===== src/common/fdsu_pkg.sv =====
//====================================================================
// Shared widths, encodings and field bundles of the FDSU controller.
// The iteration counter width limits the round count to 31.
//====================================================================
package fdsu_pkg;

  // Exponent, iteration counter and register index widths
  parameter int EXPNT_W = 10;
  parameter int CNT_W   = 5;
  parameter int FREG_W  = 5;

  typedef logic [EXPNT_W-1:0] expnt_t;
  typedef logic [FREG_W-1:0]  freg_t;

  // IEEE rounding modes, dyn selects the mode from fcsr
  typedef enum logic [2:0] {
    rne = 3'b000,
    rtz = 3'b001,
    rdn = 3'b010,
    rup = 3'b011,
    rmm = 3'b100,
    dyn = 3'b111
  } fdsu_rm_e;

  // Main sequencing states
  typedef enum logic [2:0] {
    idle = 3'd0,
    wfi2 = 3'd1,
    iter = 3'd2,
    rnd  = 3'd3,
    pack = 3'd4,
    wfwb = 3'd5
  } fdsu_state_e;

  // Write-back tracking states
  typedef enum logic [1:0] {
    wb_idle  = 2'b00,
    wb_ex2   = 2'b10,
    wb_cmplt = 2'b01
  } fdsu_wb_state_e;

  // Control fields captured when an instruction leaves EX1
  typedef struct packed {
    freg_t    wb_freg;
    logic     result_sign;
    logic     div;
    logic     sqrt;
    fdsu_rm_e rm;
    logic     of_rm_lfn;
  } fdsu_issue_t;

  // Result flags produced at the end of EX2
  typedef struct packed {
    logic result_inf;
    logic result_lfn;
    logic of;
    logic uf;
    logic potnt_of;
    logic potnt_uf;
  } fdsu_ex2_flags_t;

endpackage


===== src/fdsu_ctrl/fdsu_main_fsm.sv =====
`timescale 1ns/1ps
//====================================================================
// Main sequencer. An instruction leaves EX1 on acceptance, the
// operand preparation cycle (wfi2) follows it when op1_id_vld is set.
//====================================================================
module fdsu_main_fsm #(
  parameter int SRT_ROUNDS = 15
) (
  input  logic fdsu_clk,
  input  logic cpurst_b,
  input  logic ex1_inst_vld,
  input  logic op1_id_vld,
  input  logic srt_remainder_zero,
  input  logic ex2_of,
  input  logic wb_grant,
  input  logic fdsu_flush,
  output logic iter_start,
  output logic ex2_pipedown,
  output logic ex3_pipedown,
  output logic sm_cmplt,
  output logic sm_idle,
  output logic sm_ex1_ready,
  output logic dn_stall,
  output logic ex1_op1_sel,
  output logic srt_sm_on
);
  import fdsu_pkg::*;

  // Round one starts from SRT_ROUNDS-1
  localparam logic [CNT_W-1:0] CNT_INI = CNT_W'(SRT_ROUNDS - 1);

  fdsu_state_e      cur_state;
  fdsu_state_e      next_state;
  fdsu_state_e      start_state;
  logic [CNT_W-1:0] srt_cnt;
  logic             srt_itering;
  logic             last_round;

  //==================================================================
  // State register and next state
  //==================================================================
  always_ff @(posedge fdsu_clk or negedge cpurst_b)
  begin
    if (!cpurst_b)
      cur_state <= idle;
    else if (fdsu_flush)
      cur_state <= idle;
    else
      cur_state <= next_state;
  end

  assign start_state = op1_id_vld ? wfi2 : iter;

  always_comb
  begin
    next_state = cur_state;
    case (cur_state)
      idle:
      begin
        if (iter_start)
          next_state = start_state;
      end
      wfi2:
        next_state = iter;
      iter:
      begin
        if (last_round)
          next_state = rnd;
      end
      rnd:
        next_state = pack;
      // Granted result either drains to idle or chains the next one
      pack, wfwb:
      begin
        if (iter_start)
          next_state = start_state;
        else if (wb_grant)
          next_state = idle;
        else
          next_state = wfwb;
      end
      default:
        next_state = idle;
    endcase
  end

  //==================================================================
  // Iteration counter
  //==================================================================
  always_ff @(posedge fdsu_clk or negedge cpurst_b)
  begin
    if (!cpurst_b)
      srt_cnt <= '0;
    else if (fdsu_flush)
      srt_cnt <= '0;
    else if (iter_start)
      srt_cnt <= CNT_INI;
    else if (srt_itering)
      srt_cnt <= srt_cnt - 1'b1;
  end

  // Count exhausted, exact quotient or overflow ends the loop
  assign last_round = srt_itering && (srt_cnt == '0 || srt_remainder_zero || ex2_of);

  assign srt_itering  = (cur_state == iter);
  assign sm_idle      = (cur_state == idle);
  assign sm_cmplt     = (cur_state == pack) || (cur_state == wfwb);
  assign sm_ex1_ready = sm_idle || (sm_cmplt && wb_grant);
  assign iter_start   = ex1_inst_vld && sm_ex1_ready;
  assign ex2_pipedown = last_round;
  assign ex3_pipedown = (cur_state == rnd);
  assign ex1_op1_sel  = (cur_state == wfi2);
  // EX1 still busy with the second operand
  assign dn_stall     = (cur_state == wfi2);
  assign srt_sm_on    = srt_itering;

  state_legal_a: assert property (@(posedge fdsu_clk) disable iff (!cpurst_b)
    cur_state inside {idle, wfi2, iter, rnd, pack, wfwb});

  // A running count stays within the loaded range
  cnt_no_wrap_a: assert property (@(posedge fdsu_clk) disable iff (!cpurst_b)
    srt_itering |-> (srt_cnt <= CNT_INI));

endmodule


===== src/fdsu_ctrl/fdsu_wb_fsm.sv =====
`timescale 1ns/1ps
//====================================================================
// Write-back tracking, EX1 stall and flush decision. A start while
// the pipeline holds EX1 is squashed by an internal flush.
//====================================================================
module fdsu_wb_fsm (
  input  logic fdsu_clk,
  input  logic cpurst_b,
  input  logic ex1_inst_vld,
  input  logic ex1_stall_in,
  input  logic iter_start,
  input  logic dn_stall,
  input  logic sm_cmplt,
  input  logic sm_idle,
  input  logic sm_ex1_ready,
  input  logic wb_grant,
  input  logic ex1_cancel,
  input  logic ex2_cancel,
  input  logic async_flush,
  output logic wb_vld,
  output logic fdsu_ex1_stall,
  output logic fdsu_flush,
  output logic no_op
);
  import fdsu_pkg::*;

  fdsu_wb_state_e wb_cur_state;
  fdsu_wb_state_e wb_nxt_state;
  logic           wb_done;
  logic           ex1_window;
  logic           start_squash;

  //==================================================================
  // Write-back state machine
  //==================================================================
  always_ff @(posedge fdsu_clk or negedge cpurst_b)
  begin
    if (!cpurst_b)
      wb_cur_state <= wb_idle;
    else if (fdsu_flush)
      wb_cur_state <= wb_idle;
    else
      wb_cur_state <= wb_nxt_state;
  end

  always_comb
  begin
    wb_nxt_state = wb_cur_state;
    case (wb_cur_state)
      wb_idle:
      begin
        if (iter_start)
          wb_nxt_state = wb_ex2;
      end
      // One cycle in EX2, then wait for the result
      wb_ex2:
        wb_nxt_state = wb_cmplt;
      wb_cmplt:
      begin
        if (wb_done)
          wb_nxt_state = iter_start ? wb_ex2 : wb_idle;
      end
      default:
        wb_nxt_state = wb_idle;
    endcase
  end

  assign wb_vld  = sm_cmplt && (wb_cur_state != wb_idle);
  assign wb_done = wb_vld && wb_grant;

  //==================================================================
  // Stall and flush
  //==================================================================
  assign fdsu_ex1_stall = ex1_inst_vld && (!sm_ex1_ready || ex1_stall_in);

  // Instruction still owned by EX1
  assign ex1_window   = (wb_cur_state == wb_idle)
                     || (wb_cur_state == wb_cmplt && wb_done)
                     || dn_stall;
  assign start_squash = iter_start && ex1_stall_in;

  assign fdsu_flush = ex1_cancel && ex1_window
                   || ex2_cancel && (wb_cur_state == wb_ex2)
                   || start_squash
                   || async_flush;

  assign no_op = sm_idle && (wb_cur_state == wb_idle) && !ex1_inst_vld;

  // A finished result must always have a write-back slot tracked
  cmplt_tracked_a: assert property (@(posedge fdsu_clk) disable iff (!cpurst_b)
    sm_cmplt |-> (wb_cur_state != wb_idle));

  // Offered result is held until the bus takes it
  wb_hold_a: assert property (@(posedge fdsu_clk) disable iff (!cpurst_b)
    (wb_vld && !wb_grant && !fdsu_flush) |=> wb_vld);

endmodule


===== src/verilog/fdsu_stage_regs.sv =====
`timescale 1ns/1ps
//====================================================================
// EX1 control, EX2 flag and exponent result registers. Contents are
// only meaningful while a result is offered for write-back.
//====================================================================
module fdsu_stage_regs (
  input  logic                      fdsu_clk,
  input  logic                      iter_start,
  input  logic                      ex2_pipedown,
  input  logic                      ex3_pipedown,
  input  fdsu_pkg::fdsu_issue_t     issue,
  input  fdsu_pkg::fdsu_ex2_flags_t ex2_flags,
  input  fdsu_pkg::expnt_t          ex1_expnt,
  input  fdsu_pkg::expnt_t          ex2_srt_expnt,
  input  fdsu_pkg::expnt_t          ex3_expnt_adjust,
  output fdsu_pkg::fdsu_issue_t     result,
  output fdsu_pkg::fdsu_ex2_flags_t result_flags,
  output fdsu_pkg::expnt_t          expnt_rst
);

  //==================================================================
  // EX1 control fields
  //==================================================================
  always_ff @(posedge fdsu_clk)
  begin
    if (iter_start)
      result <= issue;
  end

  //==================================================================
  // EX2 result flags
  //==================================================================
  always_ff @(posedge fdsu_clk)
  begin
    if (ex2_pipedown)
      result_flags <= ex2_flags;
  end

  //==================================================================
  // Shared exponent register
  //==================================================================
  // Holds the operand exponent, then the SRT exponent, then the
  // adjusted result exponent as the instruction moves on
  always_ff @(posedge fdsu_clk)
  begin
    if (iter_start)
      expnt_rst <= ex1_expnt;
    else if (ex2_pipedown)
      expnt_rst <= ex2_srt_expnt;
    else if (ex3_pipedown)
      expnt_rst <= ex3_expnt_adjust;
  end

endmodule


===== src/verilog/fdsu_ctrl_top.sv =====
`timescale 1ns/1ps
//====================================================================
// FDSU sequencing controller. SRT_ROUNDS is 15 for single precision
// and 29 for double, and must stay below 32.
//====================================================================
module fdsu_ctrl_top #(
  parameter int SRT_ROUNDS = 15
) (
  input  logic                     fdsu_clk,
  input  logic                     cpurst_b,
  // EX1 issue
  input  logic                     ex1_inst_vld,
  input  fdsu_pkg::fdsu_issue_t    issue,
  input  logic                     op1_id_vld,
  input  logic                     ex1_stall_in,
  // Pipeline flush
  input  logic                     ex1_cancel,
  input  logic                     ex2_cancel,
  input  logic                     async_flush,
  // Datapath status
  input  logic                     srt_remainder_zero,
  input  fdsu_pkg::fdsu_ex2_flags_t ex2_flags,
  input  fdsu_pkg::expnt_t         ex1_expnt,
  input  fdsu_pkg::expnt_t         ex2_srt_expnt,
  input  fdsu_pkg::expnt_t         ex3_expnt_adjust,
  // Register file write-back
  input  logic                     wb_grant,
  output logic                     wb_vld,
  output fdsu_pkg::fdsu_issue_t    result,
  output fdsu_pkg::fdsu_ex2_flags_t result_flags,
  output fdsu_pkg::expnt_t         expnt_rst,
  // Status and strobes to the datapath
  output logic                     fdsu_ex1_stall,
  output logic                     no_op,
  output logic                     srt_sm_on,
  output logic                     ex1_op1_sel,
  output logic                     ex1_pipedown,
  output logic                     ex2_pipedown,
  output logic                     ex3_pipedown
);

  logic sm_cmplt;
  logic sm_idle;
  logic sm_ex1_ready;
  logic dn_stall;
  logic fdsu_flush;

  fdsu_main_fsm #(
    .SRT_ROUNDS (SRT_ROUNDS)
  ) i_fdsu_main_fsm (
    .fdsu_clk           (fdsu_clk),
    .cpurst_b           (cpurst_b),
    .ex1_inst_vld       (ex1_inst_vld),
    .op1_id_vld         (op1_id_vld),
    .srt_remainder_zero (srt_remainder_zero),
    .ex2_of             (ex2_flags.of),
    .wb_grant           (wb_grant),
    .fdsu_flush         (fdsu_flush),
    .iter_start         (ex1_pipedown),
    .ex2_pipedown       (ex2_pipedown),
    .ex3_pipedown       (ex3_pipedown),
    .sm_cmplt           (sm_cmplt),
    .sm_idle            (sm_idle),
    .sm_ex1_ready       (sm_ex1_ready),
    .dn_stall           (dn_stall),
    .ex1_op1_sel        (ex1_op1_sel),
    .srt_sm_on          (srt_sm_on)
  );

  fdsu_wb_fsm i_fdsu_wb_fsm (
    .fdsu_clk       (fdsu_clk),
    .cpurst_b       (cpurst_b),
    .ex1_inst_vld   (ex1_inst_vld),
    .ex1_stall_in   (ex1_stall_in),
    .iter_start     (ex1_pipedown),
    .dn_stall       (dn_stall),
    .sm_cmplt       (sm_cmplt),
    .sm_idle        (sm_idle),
    .sm_ex1_ready   (sm_ex1_ready),
    .wb_grant       (wb_grant),
    .ex1_cancel     (ex1_cancel),
    .ex2_cancel     (ex2_cancel),
    .async_flush    (async_flush),
    .wb_vld         (wb_vld),
    .fdsu_ex1_stall (fdsu_ex1_stall),
    .fdsu_flush     (fdsu_flush),
    .no_op          (no_op)
  );

  fdsu_stage_regs i_fdsu_stage_regs (
    .fdsu_clk         (fdsu_clk),
    .iter_start       (ex1_pipedown),
    .ex2_pipedown     (ex2_pipedown),
    .ex3_pipedown     (ex3_pipedown),
    .issue            (issue),
    .ex2_flags        (ex2_flags),
    .ex1_expnt        (ex1_expnt),
    .ex2_srt_expnt    (ex2_srt_expnt),
    .ex3_expnt_adjust (ex3_expnt_adjust),
    .result           (result),
    .result_flags     (result_flags),
    .expnt_rst        (expnt_rst)
  );

endmodule


===== config.mk =====
export PLATFORM = sky130hd
export DESIGN_NAME = fdsu_ctrl_top
export DESIGN_NICKNAME = d
export VERILOG_FILES = /design/src/common/fdsu_pkg.sv /design/src/fdsu_ctrl/fdsu_main_fsm.sv /design/src/fdsu_ctrl/fdsu_wb_fsm.sv /design/src/verilog/fdsu_stage_regs.sv /design/src/verilog/fdsu_ctrl_top.sv
export SDC_FILE = /design/constraint.sdc
export NUM_CORES = 1
export LEC_CHECK = 0
export BUFFER_PORTS_ARGS = -buffer_cell sky130_fd_sc_hd__buf_2
export CAP_MARGIN = 25
export CORE_ASPECT_RATIO = 0.9
export CORE_UTILIZATION = 45
export DETAILED_ROUTE_END_ITERATION = 8
export PLACE_DENSITY_LB_ADDON = 0.12
export SLEW_MARGIN = 10
export SYNTH_ARGS = -nofsm -noshare
export SYNTH_HDL_FRONTEND = slang
export SYNTH_HIERARCHICAL = 1
export SYNTH_SLANG_ARGS = --single-unit

===== constraint.sdc =====
create_clock -name fdsu_clk -period 2.2 [get_ports fdsu_clk]
set_input_delay 0.22 -clock fdsu_clk [delete_from_list [all_inputs] [get_ports fdsu_clk]]
set_output_delay 0.22 -clock fdsu_clk [all_outputs]
set_load 0.02 [all_outputs]

==> results of run 1 <==
where the power goes:
| group | total [mW] | switching [mW] | leakage [nW] | internal, mW |
|---|---|---|---|---|
| sequential | 0.858 | 0.0202 | 0.407 | 0.837 |
| clock | 0.551 | 0.223 | 0.0517 | 0.327 |
| combinational | 0.324 | 0.192 | 0.618 | 0.132 |
| total | 1.73 | 0.435 | 1.08 | 1.30 |
cells by family after synthesis:
family,count (synthesis)
DFF,38
and+or+nand+nor,35
AOI/OAI and AO/OA,34
buffers and inverters,14
muxes,11
xor gates and xnor gates,2
adders and majority gates,2
per-stage QoR:
stage               instances  utilization (%)  power (mW)  worst slack (ns)  hold WS [ns]
floorplan                 136                -        1.06             0.170       -0.0756
global placement          273             61.1        1.19             0.238        0.0963
detailed placement        273             61.1        1.20             0.202        0.0979
CTS                       281             64.1        1.75            0.0905         0.102
global route              281             64.2        1.82            0.0114        0.0949
finish                    281             64.2        1.73             0.138         0.107
synth_stat cells, drive strengths merged:
cell / count
o21a: 1
a31oi: 1
a2111oi: 1
inv: 7
a21boi: 2
a211oi: 1
o31a: 1
xnor2: 2
or3: 1
nor2: 4
nand2: 12
nand4: 1
a21oi: 6
nor3b: 1
nand2b: 2
edfxtp: 28
ha: 2
a21o: 1
nor2b: 5
a221oi: 3
mux2i: 10
nor3: 3
and4bb: 1
nor4b: 2
a21bo: 3
nand3b: 1
o21ai: 12
o21bai: 1
dfrtp: 10
and3b: 1
mux2: 1
or2: 1
o31ai: 1
buf: 7
flip-flops by register name (all words and copies together), names as in the netlist:
register / count
i_fdsu_stage_regs/result: 12
i_fdsu_stage_regs/expnt_rst: 10
i_fdsu_stage_regs/result_flags: 6
i_fdsu_main_fsm/srt_cnt: 5
i_fdsu_main_fsm/cur_state: 3
i_fdsu_wb_fsm/wb_cur_state: 2
layout make-up:
cell class,count,area (sq um),area share [%]
Clock buffer,5,68.8,2.85
Clock inverter,2,33.8,1.40
Inverter,7,26.3,1.09
Multi-Input combinational cell,84,618,25.6
Sequential cell,38,1090,45.2
Tap cell,46,57.6,2.39
Timing Repair Buffer,99,517,21.4
critical path, stage by stage (launching register included):
cell     delay (ns)
dfrtp_1        0.48
or2_1          0.30
a21bo_1        0.23
inv_2          0.11
buf_4          0.24
buf_2          0.20
how the worst max path moves through the flow:
stage	startpoint	to	slack, ns	cells past startpoint
after CTS	i_fdsu_main_fsm/srt_cnt[0]	ex2_pipedown	0.09	6
after global placement	i_fdsu_main_fsm/srt_cnt[0]	i_fdsu_stage_regs/expnt_rst[1]	0.24	5
final	i_fdsu_main_fsm/cur_state[2]	ex1_pipedown	0.14	5
after global routing	i_fdsu_main_fsm/srt_cnt[0]	ex2_pipedown	0.01	6
after floorplan	i_fdsu_main_fsm/cur_state[2]	i_fdsu_main_fsm/srt_cnt[0]	0.17	9
after detailed placement	i_fdsu_main_fsm/srt_cnt[0]	i_fdsu_stage_regs/expnt_rst[9]	0.20	5
layer usage:
metal / track usage (%) / share of wire [%] / vias up
met5: 0 / 0 / -
li1: - / - / 700
met3: 5.47 / 5.6 / 6
met2: 32.8 / 51 / 49
met1: 22.2 / 42 / 627
met4: 7.14 / 1.5 / 0
repair_timing:
item | 4_1_cts | 5_1_grt
hold endpoints to repair | 10 | 0
resized for setup | 0 | 1
hold buffers | 1 | 0
endpoints found under the setup margin | 0 | 1
==> out/summary.txt, run 1 <==
Outcome = finished, final reports clean
Filler cell count = 303
Area of the die = 4220 sq um
Worst Hold Class = in2reg
Latest clock arrival within the worst-skew pair = 0.28 ns
CTS sink cnt = 38
Mux cell area share after synthesis = 6.25%
Rows = 21
TritonCTS clock tree = built
Hold endpoint = i_fdsu_stage_regs/result_flags[2]
Simple-Gate Fraction of Synth Area = 11.9%
Routability Congestion = 0.762
Drt pass-1 iters = 4
Max Fclk = 485 MHz
Fin area = 2410 sq um
Final hold violations = 0
Fin crit share = 93.7%
Initial DRC count = 101
Width of the die = 68.4 um
CP arrival = 1.84 ns
Syn Nets = 196
Peak VDD IR = 0.364 mV
FF-to-FF setup slack = 0.17 ns
Pwr dens = 718 nW/um^2
Cell variety after synth = 45
Largest net degree at the start of global routing = 21
Post-Synth XOR/XNOR Area = 0.982%
Max cap viols = 0
Vias in the first global route = 1206
Max-slew violations = 0
RSZ-0062 raised after global routing = false
CTS Buffer Depth = 2
Max transition margin = 72.0%
Area contributors post-synth = edfxtp_1 47%, dfrtp_1 14%, mux2i_1 5.6%
# setup viols final = 0
Sequential share of the synthesized area = 61.2%
Worst R2R Path Depth = 5
Final antenna-violating net count = 0
GRT overflow = 0
Die height = 61.7 um
Setup CP Type = reg2out
First-pass GRT wire length = 5550 um
Antenna cells = 0
Critical path launch point type = flop
Root buf cell = clkbuf_8
Post-Syn Instances = 136
Initial core utilization = 47.5%
Min Tclk post-route = 2.06 ns
Placeable Area = 3760 sq um
Share of the synthesized area in the top cell type = 47.2%
Vias = 1382
GRT Util Overall = 18.9%
Routed WL = 3860 um
Largest family of logic cells by synthesized area = compound AO/OA/AOI/OAI gates
CTS Buf Count = 5
Crit end category = primary output
Synth warn = 6
Most frequent cells in the layout = 93 x buf_2, 28 x edfxtp_1, 12 x nand2_1, 10 x dfrtp_1, 10 x mux2i_1
R2R Path Start = i_fdsu_main_fsm/srt_cnt[0]
Synth Area in Compound Gates = 14.2%
Max Clock Skew = 0.00490 ns
# DRC = 0
Cell taking the most area after synthesis = edfxtp_1
Nets = 295
Hold Startpoint = ex2_flags[2]
Htree depth = 2
Syn avg cell area = 13.1 sq um
Commonest non-fill, non-tap cell in the layout = buf_2
Static leakage = 1.08 nW
Initial antenna violation count = 0
Measured slew at the worst slew-check pin = 0.420 ns
Average vias per placed instance = 4.92
Share of cells above drive strength 1 = 49.8%
Setup bufs post-CTS = 0
Max FO, Critical Path = 15
I/O Buffers = 93
Num ports = 94
Adder-cell share of the synthesized area = 1.40%
Hold path depth = 1
Area post-placement = 2300 sq um
HPWL after DPL = 3020 um
Area grow syn2layout = 35.3%
Setup_tns = 0 ns
WL/cell = 13.7 um
Reg clk slew, reported paths = 0.07 ns
Synth Register Bits = 38
Worst Path Required = 1.98 ns
Syn Std Cell Area = 1780 sq um
Reg2reg end = i_fdsu_stage_regs/expnt_rst[5]
Note: power is estimated with default switching activity, not from simulation.
==> inputs of run 2 (changes only) <==
--- a/config.mk
+++ b/config.mk
@@ -10,7 +10,7 @@
 export CORE_ASPECT_RATIO = 0.9
 export CORE_UTILIZATION = 45
 export DETAILED_ROUTE_END_ITERATION = 8
-export PLACE_DENSITY_LB_ADDON = 0.12
+export PLACE_DENSITY_LB_ADDON = 0.05
 export SLEW_MARGIN = 10
 export SYNTH_ARGS = -nofsm -noshare
 export SYNTH_HDL_FRONTEND = slang
==> run 2 against run 1 <==
Effect of this change:
- clock power down 17%
- power is 5.2% lower
- sequential cell count unchanged
- via count up 2.5%
- highest routed layer unchanged
- clock skew decreased by 0.00052 ns
- global-route usage grew 0.36 points
- maximum frequency decreased by 0.22%
- critical path type unchanged
- combinational power hardly changed
- design area fell by 0.88%
==> out/summary.txt, run 2 (synthesized netlist as in run 1, its figures left out) <==
Area grow syn2layout = 34.1%
HPWL after DPL = 3000 um (-0.55%)
Area post-placement = 2290 sq um (-0.33%)
RSZ-0062 raised after global routing = false
Max-slew violations = 0 (unchanged)
TritonCTS clock tree = built
Outcome = finished, final reports clean
Max Fclk = 484 MHz (-0.22%)
Width of the die = 68.4 um (unchanged)
Fin area = 2390 sq um (-0.88%)
Most frequent cells in the layout = 93 x buf_2, 28 x edfxtp_1, 12 x nand2_1, 10 x dfrtp_1, 10 x mux2i_1
# setup viols final = 0 (unchanged)
Initial DRC count = 91 (-9.9%)
GRT overflow = 0 (unchanged)
Hold path depth = 1 (unchanged)
CTS Buffer Depth = 2 (unchanged)
GRT Util Overall = 19.2% (+0.36 points)
I/O Buffers = 93 (unchanged)
Antenna cells = 0 (unchanged)
Largest net degree at the start of global routing = 23 (+9.5%)
Htree depth = 2 (unchanged)
Share of cells above drive strength 1 = 49.8% (unchanged)
Max transition margin = 72.2% (+0.25 points)
Peak VDD IR = 0.377 mV (+3.6%)
Max FO, Critical Path = 22 (+7)
Max FFs per register = 12 (unchanged)
Worst R2R Path Depth = 5 (unchanged)
Routability Congestion = 0.768 (+0.71%)
Nets = 294 (-0.34%)
Measured slew at the worst slew-check pin = 0.417 ns (-0.00371 ns)
Crit end category = primary output
Place WS = 0.186 ns (-0.0166 ns)
Placeable Area = 3760 sq um (unchanged)
FF-to-FF setup slack = 0.18 ns (about the same)
CTS sink cnt = 38 (unchanged)
Static leakage = 1.06 nW (-1.3%)
Vias = 1416 (+2.5%)
Max Clock Skew = 0.00438 ns (-0.000523 ns)
R2R Path Start = i_fdsu_main_fsm/srt_cnt[0]
Final antenna-violating net count = 0 (unchanged)
Latest clock arrival within the worst-skew pair = 0.28 ns (about the same)
Root buf cell = clkbuf_8
Drt pass-1 iters = 4 (unchanged)
Min Tclk post-route = 2.07 ns (+0.00454 ns)
Area of the die = 4220 sq um (unchanged)
Hold endpoint = i_fdsu_stage_regs/result[11]
Regs by FF count = i_fdsu_stage_regs/result: 12 flops, i_fdsu_stage_regs/expnt_rst: 10 flops, i_fdsu_stage_regs/result_flags: 6 flops
Fin crit share = 94.0% (+0.21 points)
Commonest non-fill, non-tap cell in the layout = buf_2
WL/cell = 13.7 um (about the same)
Hold WS = 0.106 ns (-0.00135 ns)
Largest Register = i_fdsu_stage_regs/result
Critical path launch point type = flop
Vias in the first global route = 1292 (+7.1%)
Final hold violations = 0 (unchanged)
Hold Startpoint = issue[11]
CP Cell Sequence = or2_1 > a21bo_1 > inv_2 > buf_6 > buf_2
First-pass GRT wire length = 5690 um (+2.6%)
Setup slack after layout = 0.133 ns (-0.00454 ns)
CP peak stage delay = 0.48 ns (about the same)
Reg clk slew, reported paths = 0.07 ns (about the same)
CP arrival = 1.85 ns (about the same)
CP max-delay cell = dfrtp_1
Die height = 61.7 um (unchanged)
Setup CP Type = reg2out
# DRC = 0 (unchanged)
Pwr dens = 687 nW/um^2 (-4.4%)
Routed WL = 3850 um (about the same)
Setup_tns = 0 ns (unchanged)
Max cap viols = 0 (unchanged)
Initial core utilization = 47.5% (unchanged)
Num ports = 94 (unchanged)
Worst Path Required = 1.98 ns (about the same)
Final Power = 1.64 mW (-5.2%)
Worst Hold Class = in2reg
Initial antenna violation count = 0 (unchanged)
CTS Buf Count = 5 (unchanged)
Average vias per placed instance = 5.04 (+2.5%)
Rows = 21 (unchanged)
Reg2reg end = i_fdsu_stage_regs/expnt_rst[8]
run 2: cell types whose count changed in the layout (fill, tap and decap cells not counted), sizes merged:
| cell | before | now |
|---|---|---|
| clkinvlp | 0 | 1 |
| clkinv | 1 | 2 |
| buf | 98 | 97 |
| bufinv | 1 | 0 |
run 2: what timing repair did:
action / CTS / global route
setup endpoints to repair: 0 / 2
hold buffers: 1 / 0
resized for setup: 0 / 2
hold endpoints to repair: 10 / 0
buffers inserted: 0 / 0
run 2: per-layer routing:
metal  up-vias  part of all wire (%)  GRT usage, %
li1        694                     -             -
met1       649                    40          21.9
met2        66                    51          33.8
met3         7                   7.7          5.29
met4         0                   1.6          8.93
met5         -                     0             0
run 2: where the power goes:
part	internal (mW)	switching (mW)	total, mW
Combinational	0.132	0.191	0.323
Sequential	0.837	0.0221	0.859
Clock	0.217	0.243	0.460
run 2: cell type report:
type / count / area, sq um
multi-input cells: 84 / 618
clock buffers: 5 / 68.8
flip-flops and latches: 38 / 1090
inverters: 7 / 26.3
well taps: 46 / 57.6
repair buffers: 98 / 513
fillers: 313 / 1370
clock inverters: 3 / 16.3
run 2: worst max path at each step:
stage                                            start                              to  slack [ns]  depth (start not counted)
after floorplan           i_fdsu_main_fsm/cur_state[2]      i_fdsu_main_fsm/srt_cnt[0]        0.17                          9
after global placement      i_fdsu_main_fsm/srt_cnt[0]  i_fdsu_stage_regs/expnt_rst[4]        0.24                          5
after detailed placement    i_fdsu_main_fsm/srt_cnt[0]  i_fdsu_stage_regs/expnt_rst[6]        0.19                          5
after CTS                 i_fdsu_main_fsm/cur_state[2]                    ex1_pipedown        0.04                          5
after global routing      i_fdsu_main_fsm/cur_state[2]                    ex1_pipedown        0.02                          5
final                     i_fdsu_main_fsm/cur_state[2]                    ex1_pipedown        0.13                          5
run 2: critical path, delay by kind of cell (launching register included):
kind	cells	cell delay, ns
buf+inv	3	0.55
simple gates	1	0.30
flops	1	0.48
compound gates	1	0.23
run 2: per-stage QoR:
stage,instances,util (%)
after floorplan,136,-
after global placement,272,60.9
after detailed placement,272,60.9
after CTS,281,63.4
after global routing,281,63.6
final,281,63.6
